==> src/wisc_config.svh <==
// Data width, register count, opcode and branch condition encodings, reset PC
`ifndef WISC_CONFIG_SVH
`define WISC_CONFIG_SVH

`define WISC_DATA_W   16        // Data and address width
`define WISC_REG_CNT  16        // Architectural registers
`define WISC_RESET_PC 16'h0000  // First fetch after reset

// Opcodes in instruction bits 15 to 12
`define WISC_OP_ADD  4'b0000
`define WISC_OP_SUB  4'b0001
`define WISC_OP_AND  4'b0010
`define WISC_OP_NOR  4'b0011
`define WISC_OP_SLL  4'b0100
`define WISC_OP_SRL  4'b0101
`define WISC_OP_SRA  4'b0110
`define WISC_OP_LW   4'b1000
`define WISC_OP_SW   4'b1001
`define WISC_OP_LHB  4'b1010
`define WISC_OP_LLB  4'b1011
`define WISC_OP_B    4'b1100
`define WISC_OP_CALL 4'b1101
`define WISC_OP_RET  4'b1110
`define WISC_OP_HLT  4'b1111

// Branch conditions in bits 11 to 9
`define WISC_CC_NEQ    3'b000
`define WISC_CC_EQ     3'b001
`define WISC_CC_GT     3'b010
`define WISC_CC_LT     3'b011
`define WISC_CC_GTE    3'b100
`define WISC_CC_LTE    3'b101
`define WISC_CC_OVFL   3'b110
`define WISC_CC_UNCOND 3'b111

`endif
==> src/wisc_pkg.sv <==
// Instruction word views and ALU operation encoding
`default_nettype none

package wisc_pkg;

	// Low three opcode bits of ADD..SRA map straight onto this
	typedef enum logic [2:0] {
		alu_add = 3'd0,
		alu_sub = 3'd1,
		alu_and = 3'd2,
		alu_nor = 3'd3,
		alu_sll = 3'd4,
		alu_srl = 3'd5,
		alu_sra = 3'd6,
		alu_lhb = 3'd7    // Byte insertion, LHB and LLB
	} alu_op_e;

	typedef struct packed {
		logic [3:0] opcode;
		logic [3:0] rd;
		logic [3:0] rs;
		logic [3:0] rt;
	} rrr_t;

	typedef struct packed {
		logic [3:0] opcode;
		logic [3:0] rd;
		logic [3:0] rs;
		logic [3:0] shamt;
	} shift_t;

	typedef struct packed {
		logic [3:0] opcode;
		logic [3:0] rt;         // Load target or store source
		logic [3:0] rs;         // Base
		logic [3:0] offset;     // Signed word offset
	} mem_t;

	typedef struct packed {
		logic [3:0] opcode;
		logic [3:0] rd;
		logic [7:0] imm;
	} byte_t;

	typedef struct packed {
		logic [3:0] opcode;
		logic [2:0] cond;
		logic [8:0] offset;     // Signed, relative to PC+1
	} ctl_t;

	typedef union packed {
		rrr_t   rrr_v;
		shift_t shift_v;
		mem_t   mem_v;
		byte_t  byte_v;
		ctl_t   ctl_v;
	} instr_u;

endpackage

`default_nettype wire

==> src/wisc_top.sv <==
// Core top level joining decode, register file, execute and result to the memory ports
`timescale 1ns/1ps
`default_nettype none
`include "wisc_config.svh"

module wisc_top (
	input  wire logic                    clk,
	input  wire logic                    rst,
	output logic      [`WISC_DATA_W-1:0] imem_addr,
	input  wire wisc_pkg::instr_u        imem_data,
	output logic      [`WISC_DATA_W-1:0] dmem_addr,
	output logic      [`WISC_DATA_W-1:0] dmem_wdata,
	output logic                         dmem_we,
	input  wire logic [`WISC_DATA_W-1:0] dmem_rdata,
	output logic                         halted
);

	import wisc_pkg::*;

	logic                    redirect;          // Execute to decode
	logic [`WISC_DATA_W-1:0] redirect_pc;
	logic                    ex_valid, ex_we;   // Hazard view of execute
	logic [3:0]              ex_rd;
	logic [3:0]              rf_raddr_a, rf_raddr_b;
	logic [`WISC_DATA_W-1:0] rf_rdata_a, rf_rdata_b;
	logic                    rf_we;             // Result to register file
	logic [3:0]              rf_waddr;
	logic [`WISC_DATA_W-1:0] rf_wdata;
	logic                    id_valid;
	alu_op_e                 id_alu_op;
	logic [`WISC_DATA_W-1:0] id_opa, id_opb, id_imm, id_pc;
	logic [3:0]              id_rd;
	logic                    id_we, id_load, id_store, id_branch, id_call, id_ret, id_halt;
	logic [2:0]              id_cond;
	logic [`WISC_DATA_W-1:0] ex_result;
	logic                    ex_load, ex_halt;

	wisc_decode decode_inst (
		.clk(clk), .rst(rst),
		.imem_addr(imem_addr), .imem_data(imem_data),
		.redirect(redirect), .redirect_pc(redirect_pc),
		.ex_valid(ex_valid), .ex_we(ex_we), .ex_rd(ex_rd),
		.rf_raddr_a(rf_raddr_a), .rf_raddr_b(rf_raddr_b),
		.rf_rdata_a(rf_rdata_a), .rf_rdata_b(rf_rdata_b),
		.id_valid(id_valid), .id_alu_op(id_alu_op),
		.id_opa(id_opa), .id_opb(id_opb), .id_imm(id_imm),
		.id_rd(id_rd), .id_we(id_we), .id_load(id_load), .id_store(id_store),
		.id_branch(id_branch), .id_call(id_call), .id_ret(id_ret),
		.id_halt(id_halt), .id_cond(id_cond), .id_pc(id_pc)
	);

	wisc_regfile regfile_inst (
		.clk(clk), .rst(rst),
		.raddr_a(rf_raddr_a), .raddr_b(rf_raddr_b),
		.rdata_a(rf_rdata_a), .rdata_b(rf_rdata_b),
		.we(rf_we), .waddr(rf_waddr), .wdata(rf_wdata)
	);

	wisc_execute execute_inst (
		.clk(clk), .rst(rst),
		.id_valid(id_valid), .id_alu_op(id_alu_op),
		.id_opa(id_opa), .id_opb(id_opb), .id_imm(id_imm),
		.id_rd(id_rd), .id_we(id_we), .id_load(id_load), .id_store(id_store),
		.id_branch(id_branch), .id_call(id_call), .id_ret(id_ret),
		.id_halt(id_halt), .id_cond(id_cond), .id_pc(id_pc),
		.ex_valid(ex_valid), .ex_we(ex_we), .ex_rd(ex_rd),
		.redirect(redirect), .redirect_pc(redirect_pc),
		.dmem_addr(dmem_addr), .dmem_wdata(dmem_wdata), .dmem_we(dmem_we),
		.ex_result(ex_result), .ex_load(ex_load), .ex_halt(ex_halt)
	);

	wisc_result result_inst (
		.clk(clk), .rst(rst),
		.ex_valid(ex_valid), .ex_we(ex_we), .ex_rd(ex_rd),
		.ex_result(ex_result), .ex_load(ex_load), .ex_halt(ex_halt),
		.dmem_rdata(dmem_rdata),
		.rf_we(rf_we), .rf_waddr(rf_waddr), .rf_wdata(rf_wdata),
		.halted(halted)
	);

endmodule

`default_nettype wire

==> src/wisc_result.sv <==
// Memory/writeback register, load or ALU data selection, register write, halt flag
`timescale 1ns/1ps
`default_nettype none
`include "wisc_config.svh"

module wisc_result (
	input  wire logic                    clk,
	input  wire logic                    rst,
	input  wire logic                    ex_valid,
	input  wire logic                    ex_we,
	input  wire logic [3:0]              ex_rd,
	input  wire logic [`WISC_DATA_W-1:0] ex_result,
	input  wire logic                    ex_load,
	input  wire logic                    ex_halt,
	input  wire logic [`WISC_DATA_W-1:0] dmem_rdata,  // Arrives while the load sits here
	output logic                         rf_we,
	output logic      [3:0]              rf_waddr,
	output logic      [`WISC_DATA_W-1:0] rf_wdata,
	output logic                         halted
);

	logic                    wb_valid;
	logic                    wb_we;
	logic [3:0]              wb_rd;
	logic [`WISC_DATA_W-1:0] wb_result;
	logic                    wb_load;
	logic                    wb_halt;

	always_ff @(posedge clk) begin
		if (rst) begin
			wb_valid <= 1'b0;
			halted   <= 1'b0;
		end else begin
			wb_valid <= ex_valid;
			if (wb_valid && wb_halt) begin
				halted <= 1'b1;     // Sticky until reset
			end
		end
	end

	always_ff @(posedge clk) begin
		wb_we     <= ex_we;
		wb_rd     <= ex_rd;
		wb_result <= ex_result;
		wb_load   <= ex_load;
		wb_halt   <= ex_halt;
	end

	assign rf_we    = wb_valid && wb_we;
	assign rf_waddr = wb_rd;
	assign rf_wdata = wb_load ? dmem_rdata : wb_result;

endmodule

`default_nettype wire

==> src/wisc_execute.sv <==
// Decode/execute register, saturating ALU, flags, branch resolution, data-memory request
`timescale 1ns/1ps
`default_nettype none
`include "wisc_config.svh"

module wisc_execute (
	input  wire logic                    clk,
	input  wire logic                    rst,
	input  wire logic                    id_valid,
	input  wire wisc_pkg::alu_op_e       id_alu_op,
	input  wire logic [`WISC_DATA_W-1:0] id_opa,
	input  wire logic [`WISC_DATA_W-1:0] id_opb,
	input  wire logic [`WISC_DATA_W-1:0] id_imm,
	input  wire logic [3:0]              id_rd,
	input  wire logic                    id_we,
	input  wire logic                    id_load,
	input  wire logic                    id_store,
	input  wire logic                    id_branch,
	input  wire logic                    id_call,
	input  wire logic                    id_ret,
	input  wire logic                    id_halt,
	input  wire logic [2:0]              id_cond,
	input  wire logic [`WISC_DATA_W-1:0] id_pc,
	output logic                         ex_valid,
	output logic                         ex_we,
	output logic      [3:0]              ex_rd,
	output logic                         redirect,
	output logic      [`WISC_DATA_W-1:0] redirect_pc,
	output logic      [`WISC_DATA_W-1:0] dmem_addr,
	output logic      [`WISC_DATA_W-1:0] dmem_wdata,
	output logic                         dmem_we,
	output logic      [`WISC_DATA_W-1:0] ex_result,
	output logic                         ex_load,
	output logic                         ex_halt
);

	import wisc_pkg::*;

	alu_op_e                 alu_op;
	logic [`WISC_DATA_W-1:0] opa, opb, imm, pc;
	logic                    load, store, branch, call, ret, halt;
	logic [2:0]              cond;
	logic                    flag_z, flag_v, flag_n;
	logic [`WISC_DATA_W-1:0] sum, dif, sat_val, alu_out, pc_next;
	logic                    add_ovf, sub_ovf, alu_ovf, set_flags, taken;

	always_ff @(posedge clk) begin
		if (rst) begin
			ex_valid <= 1'b0;
		end else begin
			ex_valid <= id_valid;       // Already squashed on stall or redirect
		end
	end

	always_ff @(posedge clk) begin
		alu_op <= id_alu_op;
		opa    <= id_opa;
		opb    <= id_opb;
		imm    <= id_imm;
		pc     <= id_pc;
		ex_rd  <= id_rd;
		ex_we  <= id_we;
		load   <= id_load;
		store  <= id_store;
		branch <= id_branch;
		call   <= id_call;
		ret    <= id_ret;
		halt   <= id_halt;
		cond   <= id_cond;
	end

	assign sum     = opa + opb;
	assign dif     = opa - opb;
	assign add_ovf = (opa[15] == opb[15]) && (sum[15] != opa[15]);
	assign sub_ovf = (opa[15] != opb[15]) && (dif[15] != opa[15]);
	assign sat_val = {opa[15], {(`WISC_DATA_W-1){~opa[15]}}};  // Clamp toward opa's sign

	always_comb begin
		alu_ovf = 1'b0;
		case (alu_op)
			alu_add: begin
				alu_ovf = add_ovf;
				alu_out = add_ovf ? sat_val : sum;
			end
			alu_sub: begin
				alu_ovf = sub_ovf;
				alu_out = sub_ovf ? sat_val : dif;
			end
			alu_and: alu_out = opa & opb;
			alu_nor: alu_out = ~(opa | opb);
			alu_sll: alu_out = opa << imm[3:0];
			alu_srl: alu_out = opa >> imm[3:0];
			alu_sra: alu_out = $signed(opa) >>> imm[3:0];
			default: alu_out = {opb[7:0], opa[7:0]};        // LHB and LLB
		endcase
	end

	// Only register-result ALU ops touch flags, byte loads leave them alone
	assign set_flags = ex_valid && ex_we && !load && !call && (alu_op != alu_lhb);

	always_ff @(posedge clk) begin
		if (rst) begin
			flag_z <= 1'b0;
			flag_v <= 1'b0;
			flag_n <= 1'b0;
		end else if (set_flags) begin
			flag_z <= (alu_out == '0);
			if ((alu_op == alu_add) || (alu_op == alu_sub)) begin
				flag_v <= alu_ovf;
				flag_n <= alu_out[15];
			end
		end
	end

	always_comb begin
		taken = 1'b0;
		case (cond)
			`WISC_CC_NEQ:    taken = !flag_z;
			`WISC_CC_EQ:     taken = flag_z;
			`WISC_CC_GT:     taken = !flag_z && !flag_n;
			`WISC_CC_LT:     taken = flag_n;
			`WISC_CC_GTE:    taken = flag_z || !flag_n;
			`WISC_CC_LTE:    taken = flag_z || flag_n;
			`WISC_CC_OVFL:   taken = flag_v;
			`WISC_CC_UNCOND: taken = 1'b1;
			default: ;
		endcase
	end

	assign pc_next     = pc + 1'b1;
	assign redirect    = ex_valid && ((branch && taken) || call || ret);
	assign redirect_pc = ret ? opa : pc_next + imm;   // RET jumps to r15

	assign dmem_addr  = opa + imm;                    // Wrapping, no saturation
	assign dmem_wdata = opb;
	assign dmem_we    = ex_valid && store;

	assign ex_result = call ? pc_next : alu_out;      // Return address into r15
	assign ex_load   = ex_valid && load;
	assign ex_halt   = ex_valid && halt;

endmodule

`default_nettype wire

==> src/wisc_decode.sv <==
// PC and fetch, fetch/decode register, instruction decode, RAW stall and flush
`timescale 1ns/1ps
`default_nettype none
`include "wisc_config.svh"

module wisc_decode (
	input  wire logic                    clk,
	input  wire logic                    rst,
	output logic      [`WISC_DATA_W-1:0] imem_addr,
	input  wire wisc_pkg::instr_u        imem_data,
	input  wire logic                    redirect,      // Taken branch, CALL or RET
	input  wire logic [`WISC_DATA_W-1:0] redirect_pc,
	input  wire logic                    ex_valid,
	input  wire logic                    ex_we,
	input  wire logic [3:0]              ex_rd,
	output logic      [3:0]              rf_raddr_a,
	output logic      [3:0]              rf_raddr_b,
	input  wire logic [`WISC_DATA_W-1:0] rf_rdata_a,
	input  wire logic [`WISC_DATA_W-1:0] rf_rdata_b,
	output logic                         id_valid,
	output wisc_pkg::alu_op_e            id_alu_op,
	output logic      [`WISC_DATA_W-1:0] id_opa,
	output logic      [`WISC_DATA_W-1:0] id_opb,
	output logic      [`WISC_DATA_W-1:0] id_imm,
	output logic      [3:0]              id_rd,
	output logic                         id_we,
	output logic                         id_load,
	output logic                         id_store,
	output logic                         id_branch,
	output logic                         id_call,
	output logic                         id_ret,
	output logic                         id_halt,
	output logic      [2:0]              id_cond,
	output logic      [`WISC_DATA_W-1:0] id_pc
);

	import wisc_pkg::*;

	logic [`WISC_DATA_W-1:0] pc;
	instr_u                  fd_instr;      // Fetch/decode register
	logic [`WISC_DATA_W-1:0] fd_pc;
	logic                    fd_valid;
	logic                    halt_seen;     // Fetch frozen after HLT
	logic [3:0]              opcode;
	logic                    stall;
	logic                    stop_fetch;

	assign imem_addr  = pc;
	assign opcode     = fd_instr.rrr_v.opcode;  // Same field in every view
	assign id_pc      = fd_pc;
	assign id_cond    = fd_instr.ctl_v.cond;
	assign stop_fetch = halt_seen || (fd_valid && (opcode == `WISC_OP_HLT));

	// One bubble while the producer sits in execute, write-through covers the rest
	assign stall = fd_valid && ex_valid && ex_we && (ex_rd != 4'd0) &&
		((rf_raddr_a == ex_rd) || (rf_raddr_b == ex_rd));
	assign id_valid = fd_valid && !stall && !redirect;

	always_ff @(posedge clk) begin
		if (rst) begin
			pc        <= `WISC_RESET_PC;
			fd_valid  <= 1'b0;
			halt_seen <= 1'b0;
		end else if (redirect) begin
			pc       <= redirect_pc;    // Flush the wrong-path word
			fd_valid <= 1'b0;
		end else if (!stall) begin
			if (stop_fetch) begin
				fd_valid  <= 1'b0;
				halt_seen <= 1'b1;
			end else begin
				pc       <= pc + 1'b1;
				fd_valid <= 1'b1;
			end
		end
	end

	always_ff @(posedge clk) begin
		if (!stall) begin
			fd_instr <= imem_data;
			fd_pc    <= pc;
		end
	end

	// Field view chosen by opcode, unused read ports park on r0
	always_comb begin
		rf_raddr_a = 4'd0;
		rf_raddr_b = 4'd0;
		id_alu_op  = alu_add;
		id_imm     = '0;
		id_rd      = 4'd0;
		id_we      = 1'b0;
		id_load    = 1'b0;
		id_store   = 1'b0;
		id_branch  = 1'b0;
		id_call    = 1'b0;
		id_ret     = 1'b0;
		id_halt    = 1'b0;
		case (opcode)
			`WISC_OP_ADD, `WISC_OP_SUB, `WISC_OP_AND, `WISC_OP_NOR: begin
				rf_raddr_a = fd_instr.rrr_v.rs;
				rf_raddr_b = fd_instr.rrr_v.rt;
				id_rd      = fd_instr.rrr_v.rd;
				id_alu_op  = alu_op_e'(opcode[2:0]);
				id_we      = 1'b1;
			end
			`WISC_OP_SLL, `WISC_OP_SRL, `WISC_OP_SRA: begin
				rf_raddr_a = fd_instr.shift_v.rs;
				id_rd      = fd_instr.shift_v.rd;
				id_imm     = {{(`WISC_DATA_W-4){1'b0}}, fd_instr.shift_v.shamt};
				id_alu_op  = alu_op_e'(opcode[2:0]);
				id_we      = 1'b1;
			end
			`WISC_OP_LW, `WISC_OP_SW: begin
				rf_raddr_a = fd_instr.mem_v.rs;                 // Base
				id_imm     = {{(`WISC_DATA_W-4){fd_instr.mem_v.offset[3]}},
					fd_instr.mem_v.offset};
				id_load    = (opcode == `WISC_OP_LW);
				id_store   = (opcode == `WISC_OP_SW);
				id_we      = id_load;
				id_rd      = fd_instr.mem_v.rt;
				if (id_store) begin
					rf_raddr_b = fd_instr.mem_v.rt;             // Store data
				end
			end
			`WISC_OP_LHB, `WISC_OP_LLB: begin
				rf_raddr_a = fd_instr.byte_v.rd;                // Keeps the other byte
				id_rd      = fd_instr.byte_v.rd;
				id_imm     = {{(`WISC_DATA_W-8){1'b0}}, fd_instr.byte_v.imm};
				id_alu_op  = alu_lhb;
				id_we      = 1'b1;
			end
			`WISC_OP_B, `WISC_OP_CALL: begin
				id_imm    = {{(`WISC_DATA_W-9){fd_instr.ctl_v.offset[8]}},
					fd_instr.ctl_v.offset};
				id_branch = (opcode == `WISC_OP_B);
				id_call   = (opcode == `WISC_OP_CALL);
				id_we     = id_call;
				id_rd     = 4'd15;                              // Link register
			end
			`WISC_OP_RET: begin
				rf_raddr_a = 4'd15;
				id_ret     = 1'b1;
			end
			`WISC_OP_HLT: id_halt = 1'b1;
			default: ;
		endcase
	end

	// Byte insertion takes {opb[7:0], opa[7:0]}
	always_comb begin
		id_opa = rf_rdata_a;
		id_opb = rf_rdata_b;
		if (opcode == `WISC_OP_LHB) begin
			id_opb = id_imm;                                    // New high byte
		end else if (opcode == `WISC_OP_LLB) begin
			id_opa = id_imm;                                    // New low byte
			id_opb = {8'h00, rf_rdata_a[15:8]};                 // Old high byte
		end
	end

endmodule

`default_nettype wire

==> src/wisc_regfile.sv <==
// Sixteen-entry register file, two read ports, one write port with write-through
`timescale 1ns/1ps
`default_nettype none
`include "wisc_config.svh"

module wisc_regfile (
	input  wire logic                    clk,
	input  wire logic                    rst,
	input  wire logic [3:0]              raddr_a,
	input  wire logic [3:0]              raddr_b,
	output logic      [`WISC_DATA_W-1:0] rdata_a,
	output logic      [`WISC_DATA_W-1:0] rdata_b,
	input  wire logic                    we,
	input  wire logic [3:0]              waddr,
	input  wire logic [`WISC_DATA_W-1:0] wdata
);

	logic [`WISC_DATA_W-1:0] regs [`WISC_REG_CNT];

	always_ff @(posedge clk) begin
		if (rst) begin
			for (int i = 0; i < `WISC_REG_CNT; i++) begin
				regs[i] <= '0;
			end
		end else if (we && (waddr != 4'd0)) begin   // r0 never written
			regs[waddr] <= wdata;
		end
	end

	// Write data bypasses the array so decode sees a result in its write cycle
	assign rdata_a = (raddr_a == 4'd0) ? '0 :
		(we && (waddr == raddr_a)) ? wdata : regs[raddr_a];
	assign rdata_b = (raddr_b == 4'd0) ? '0 :
		(we && (waddr == raddr_b)) ? wdata : regs[raddr_b];

endmodule

`default_nettype wire

==> config.mk <==
export PLATFORM = sky130hd
export DESIGN_NAME = wisc_top
export DESIGN_NICKNAME = d
export VERILOG_FILES = /design/src/wisc_pkg.sv /design/src/wisc_top.sv /design/src/wisc_result.sv /design/src/wisc_execute.sv /design/src/wisc_decode.sv /design/src/wisc_regfile.sv
export VERILOG_INCLUDE_DIRS = /design/src /design/src/src
export SDC_FILE = /design/constraint.sdc
export NUM_CORES = 1
export LEC_CHECK = 0
export ABC_AREA = 1
export CAP_MARGIN = 30
export CELL_PAD_IN_SITES_DETAIL_PLACEMENT = 0
export CELL_PAD_IN_SITES_GLOBAL_PLACEMENT = 1
export CORE_MARGIN = 2
export CORE_UTILIZATION = 40
export CTS_CLUSTER_DIAMETER = 40
export CTS_CLUSTER_SIZE = 14
export DETAILED_ROUTE_END_ITERATION = 10
export DONT_BUFFER_PORTS = 1
export HOLD_SLACK_MARGIN = 0.08
export PLACE_DENSITY = 0.76
export SYNTH_ARGS = -nofsm -noshare
export SYNTH_HDL_FRONTEND = slang
export SYNTH_SLANG_ARGS = --single-unit
export TNS_END_PERCENT = 20
==> constraint.sdc <==
create_clock -name clk -period 4.95 [get_ports clk]
set_clock_uncertainty 0.2 [all_clocks]
set_input_delay 0.2475 -clock clk [delete_from_list [all_inputs] [get_ports clk]]
set_output_delay 0.2475 -clock clk [all_outputs]
set_load 0.02 [all_outputs]
==> out/qor.yml <==
status: "completed"
worst_hold_path_type: "reg -> reg"
rsz0062_at_grt: "false"
grt_first_pass_wirelength_um: 152000
leakagePower_nw: 13.0
fin_ws_ns: 0.397
syn-mean-instance-area_sq_um: 7.43
wirelength_um: 104000
setup_violations: 0
die_area_sq_mm: 0.0664
ys_ff_latch: 409
start_util_pct: 40.7
yosys-top-cells-area: "edfxtp_1 34%, nand2_1 13%, dfxtp_1 9.4%, nor2_1 6.6%, o21ai_0 5.6%"
tightest_slew_ns: 1.04
place_congestion: 1.02
synth_top_area_share_pct: 33.6
crit_buf_inv: 3
ctsRootBufferMaster: "clkbuf_16"
ant_nets: 0
ys_seq_area_share_pct: 43.0
cp-start-kind: "register"
p_per_area_mw_per_mm2: 453
ys_top_cells_by_count: "907 x nand2_1, 455 x nor2_1, 348 x inv_1"
clock_latency_ns: 0.62
tns_ns: 0
max_stage_delay_ns: 0.48
drive_gt1_share_pct: 7.93
grt_start_max_net_pins: 96
hold_violations: 0
dieHeight_um: 258
synth.distinct_cells: 66
drc: 0
maxCapViolCount: 0
post_cts_buffers: 0
register_area_sq_mm: 0.0111
core_sq_mm: 0.0633
track_usage_pct: 30.6
synth_edf_count: 288
post_drt_wl_per_cell_um: 23.5
syn2layout_area_growth_pct: 16.4
slew_headroom_pct: 30.9
critPathMaxFanout: 12
crit_path_top_delay_cell: "fa_1"
r2r-start: "execute_inst.opa[2]$_DFF_P_"
nets: 3636
final_core_util_pct: 47.3
fin_crit_sh_pct: 92.0
crit_start: "execute_inst.opa[2]$_DFF_P_"
ir_worst_vdd_mv: 0.306
synth_largest_area_cell: "edfxtp_1"
clock_sinks: 409
grt-ovfl-total: 0
vias: 24900
syn_area_sq_mm: 0.0257
clk_pin_slew_worst_paths_ns: 0.06
clockBufferDepth: 3
yosys_warnings: 0
hpwl_um: 75200
multi_input_area_sq_mm: 0.0127
firstDrtPassIters: 6
drt_iter0_markers: 3090
yosysMostFrequentCell: "nand2_1"
worst_setup_path_end_kind: "register"
crit_type: "reg -> reg"
syn_inst: 3463
rrSetupSlack_ns: 0.40
arrival_ns: 4.88
synth-main-ff-cell: "edfxtp_1"
viasPerCell: 5.65
fin_crit_ns: 4.55
die-width_um: 258
cts_tree: "built"
rows: 92
cp.depth: 27
required_ns: 5.28
cts_made_buffers: 72
htree_num_levels: 3
power_mw: 13.6
r2r_end: "execute_inst.flag_z$_SDFFE_PP0P_"
fmax_ghz: 0.220
io_buffers: 0
path_delay_family: "simple AND/OR/NAND/NOR gates"
grt_pass1_vias: 23300
dp_slack_ns: 0.492
reg2reg_depth: 27
antenna_found_initial: 3
critPathCapture: "execute_inst.flag_z$_SDFFE_PP0P_"
crit_top_cell: "nand2_1"
final_max_slew_viol_count: 0
synthArstFlopShare_pct: 0
nFillCells: 6249
ios: 84
antenna_cells: 0
==> flip-flops by register name (all words and copies together) (netlist names), 3 cells and up <==
signal	flops
decode_inst.imem_addr	16
execute_inst.ex_rd	4
result_inst.rf_waddr	4
decode_inst.id_pc	16
regfile_inst.regs	256
execute_inst.cond	3
execute_inst.pc	16
execute_inst.imm	9
decode_inst.fd_instr	16
execute_inst.dmem_wdata	16
result_inst.wb_result	16
execute_inst.opa	16
execute_inst.alu_op	3
==> stage by stage <==
| stage | cell area [sq um] | std cells | hold WS [ns] |
|---|---|---|---|
| 6_report | 30000 | 4415 | 0.136 |
| 5_1_grt | 30000 | 4415 | 0.143 |
| 4_1_cts | 30000 | 4414 | 0.0915 |
| 3_5_place_dp | 27000 | 4234 | 0.125 |
| 3_3_place_gp | 27000 | 4231 | 0.124 |
| 2_1_floorplan | 25800 | 3478 | 0.123 |
==> layout make-up <==
class	count	share of cell area, %
clock buffer	87	6.59
clock inverter	44	1.52
inverter	364	4.56
multi-input combinational	2514	42.3
sequential	409	36.9
tap	846	3.53
timing repair buffer	151	4.52
==> cells by family (layout without fill, tap and decap cells) <==
| logic type | after synthesis | in the layout | synth area share, % |
|---|---|---|---|
| adder cells (fa/ha/maj) | 91 | 91 | 4.56 |
| AND/OR/NAND/NOR | 1698 | 1698 | 26.8 |
| AO/OA/AOI/OAI | 629 | 629 | 14.3 |
| buffers and inverters | 555 | 646 | 8.51 |
| flip-flops | 409 | 409 | 43.0 |
| other | 1 | 16 | 0.0146 |
| XOR/XNOR | 65 | 65 | 2.24 |
| multiplexers | 15 | 15 | 0.583 |
==> worst min path at each step <==
stage          cells past startpoint                            start  slack [ns]                                     to
3_3_place_gp                       0   decode_inst.id_pc[8]$_DFFE_PN_        0.12             execute_inst.pc[8]$_DFF_P_
4_1_cts                            1                    imem_data[12]        0.09     decode_inst.fd_instr[12]$_DFFE_PN_
2_1_floorplan                      0   decode_inst.id_pc[0]$_DFFE_PN_        0.12             execute_inst.pc[0]$_DFF_P_
6_report                           0  decode_inst.id_pc[10]$_DFFE_PN_        0.14            execute_inst.pc[10]$_DFF_P_
5_1_grt                            0  decode_inst.id_pc[10]$_DFFE_PN_        0.14            execute_inst.pc[10]$_DFF_P_
3_5_place_dp                       1                              rst        0.13  decode_inst.imem_addr[3]$_SDFFE_PP0P_
==> cell usage in the layout, fill, tap and decap left out, drive strengths merged, types with 9 or more instances in the layout <==
cell type      n
nand2        914
nor2         462
inv          375
o21ai        302
edfxtp       288
nand3        267
a21oi        144
dfxtp        121
buf          102
clkbuf        87
ha            85
o211ai        69
dlygate4sd3   49
xor2          45
clkinv        22
xnor2         20
nor3          19
a32oi         19
o22ai         17
conb          16
mux2i         15
a31oi         14
nand4         13
and3           9
==> layer usage <==
metal | share of wire, % | GRT usage, % | up-vias
li1 | - | - | 11600
met1 | 43 | 42.4 | 11900
met2 | 44 | 47.3 | 1200
met3 | 9.1 | 5.46 | 226
met4 | 4.2 | 12.4 | 6
met5 | 0.030 | 0 | -
==> what timing repair did <==
item                                   in CTS  in global routing
resized for setup                           0                  0
setup endpoints to repair                   0                  0
endpoints found under the hold margin     299                  1
hold buffers                               49                  1
==> report_power, final <==
group	switching, mW	total, mW	internal (mW)
clock network	1.89	5.00	3.10
logic	3.20	4.39	1.19
registers	0.240	4.17	3.93
(Power assumes the default switching activity.)
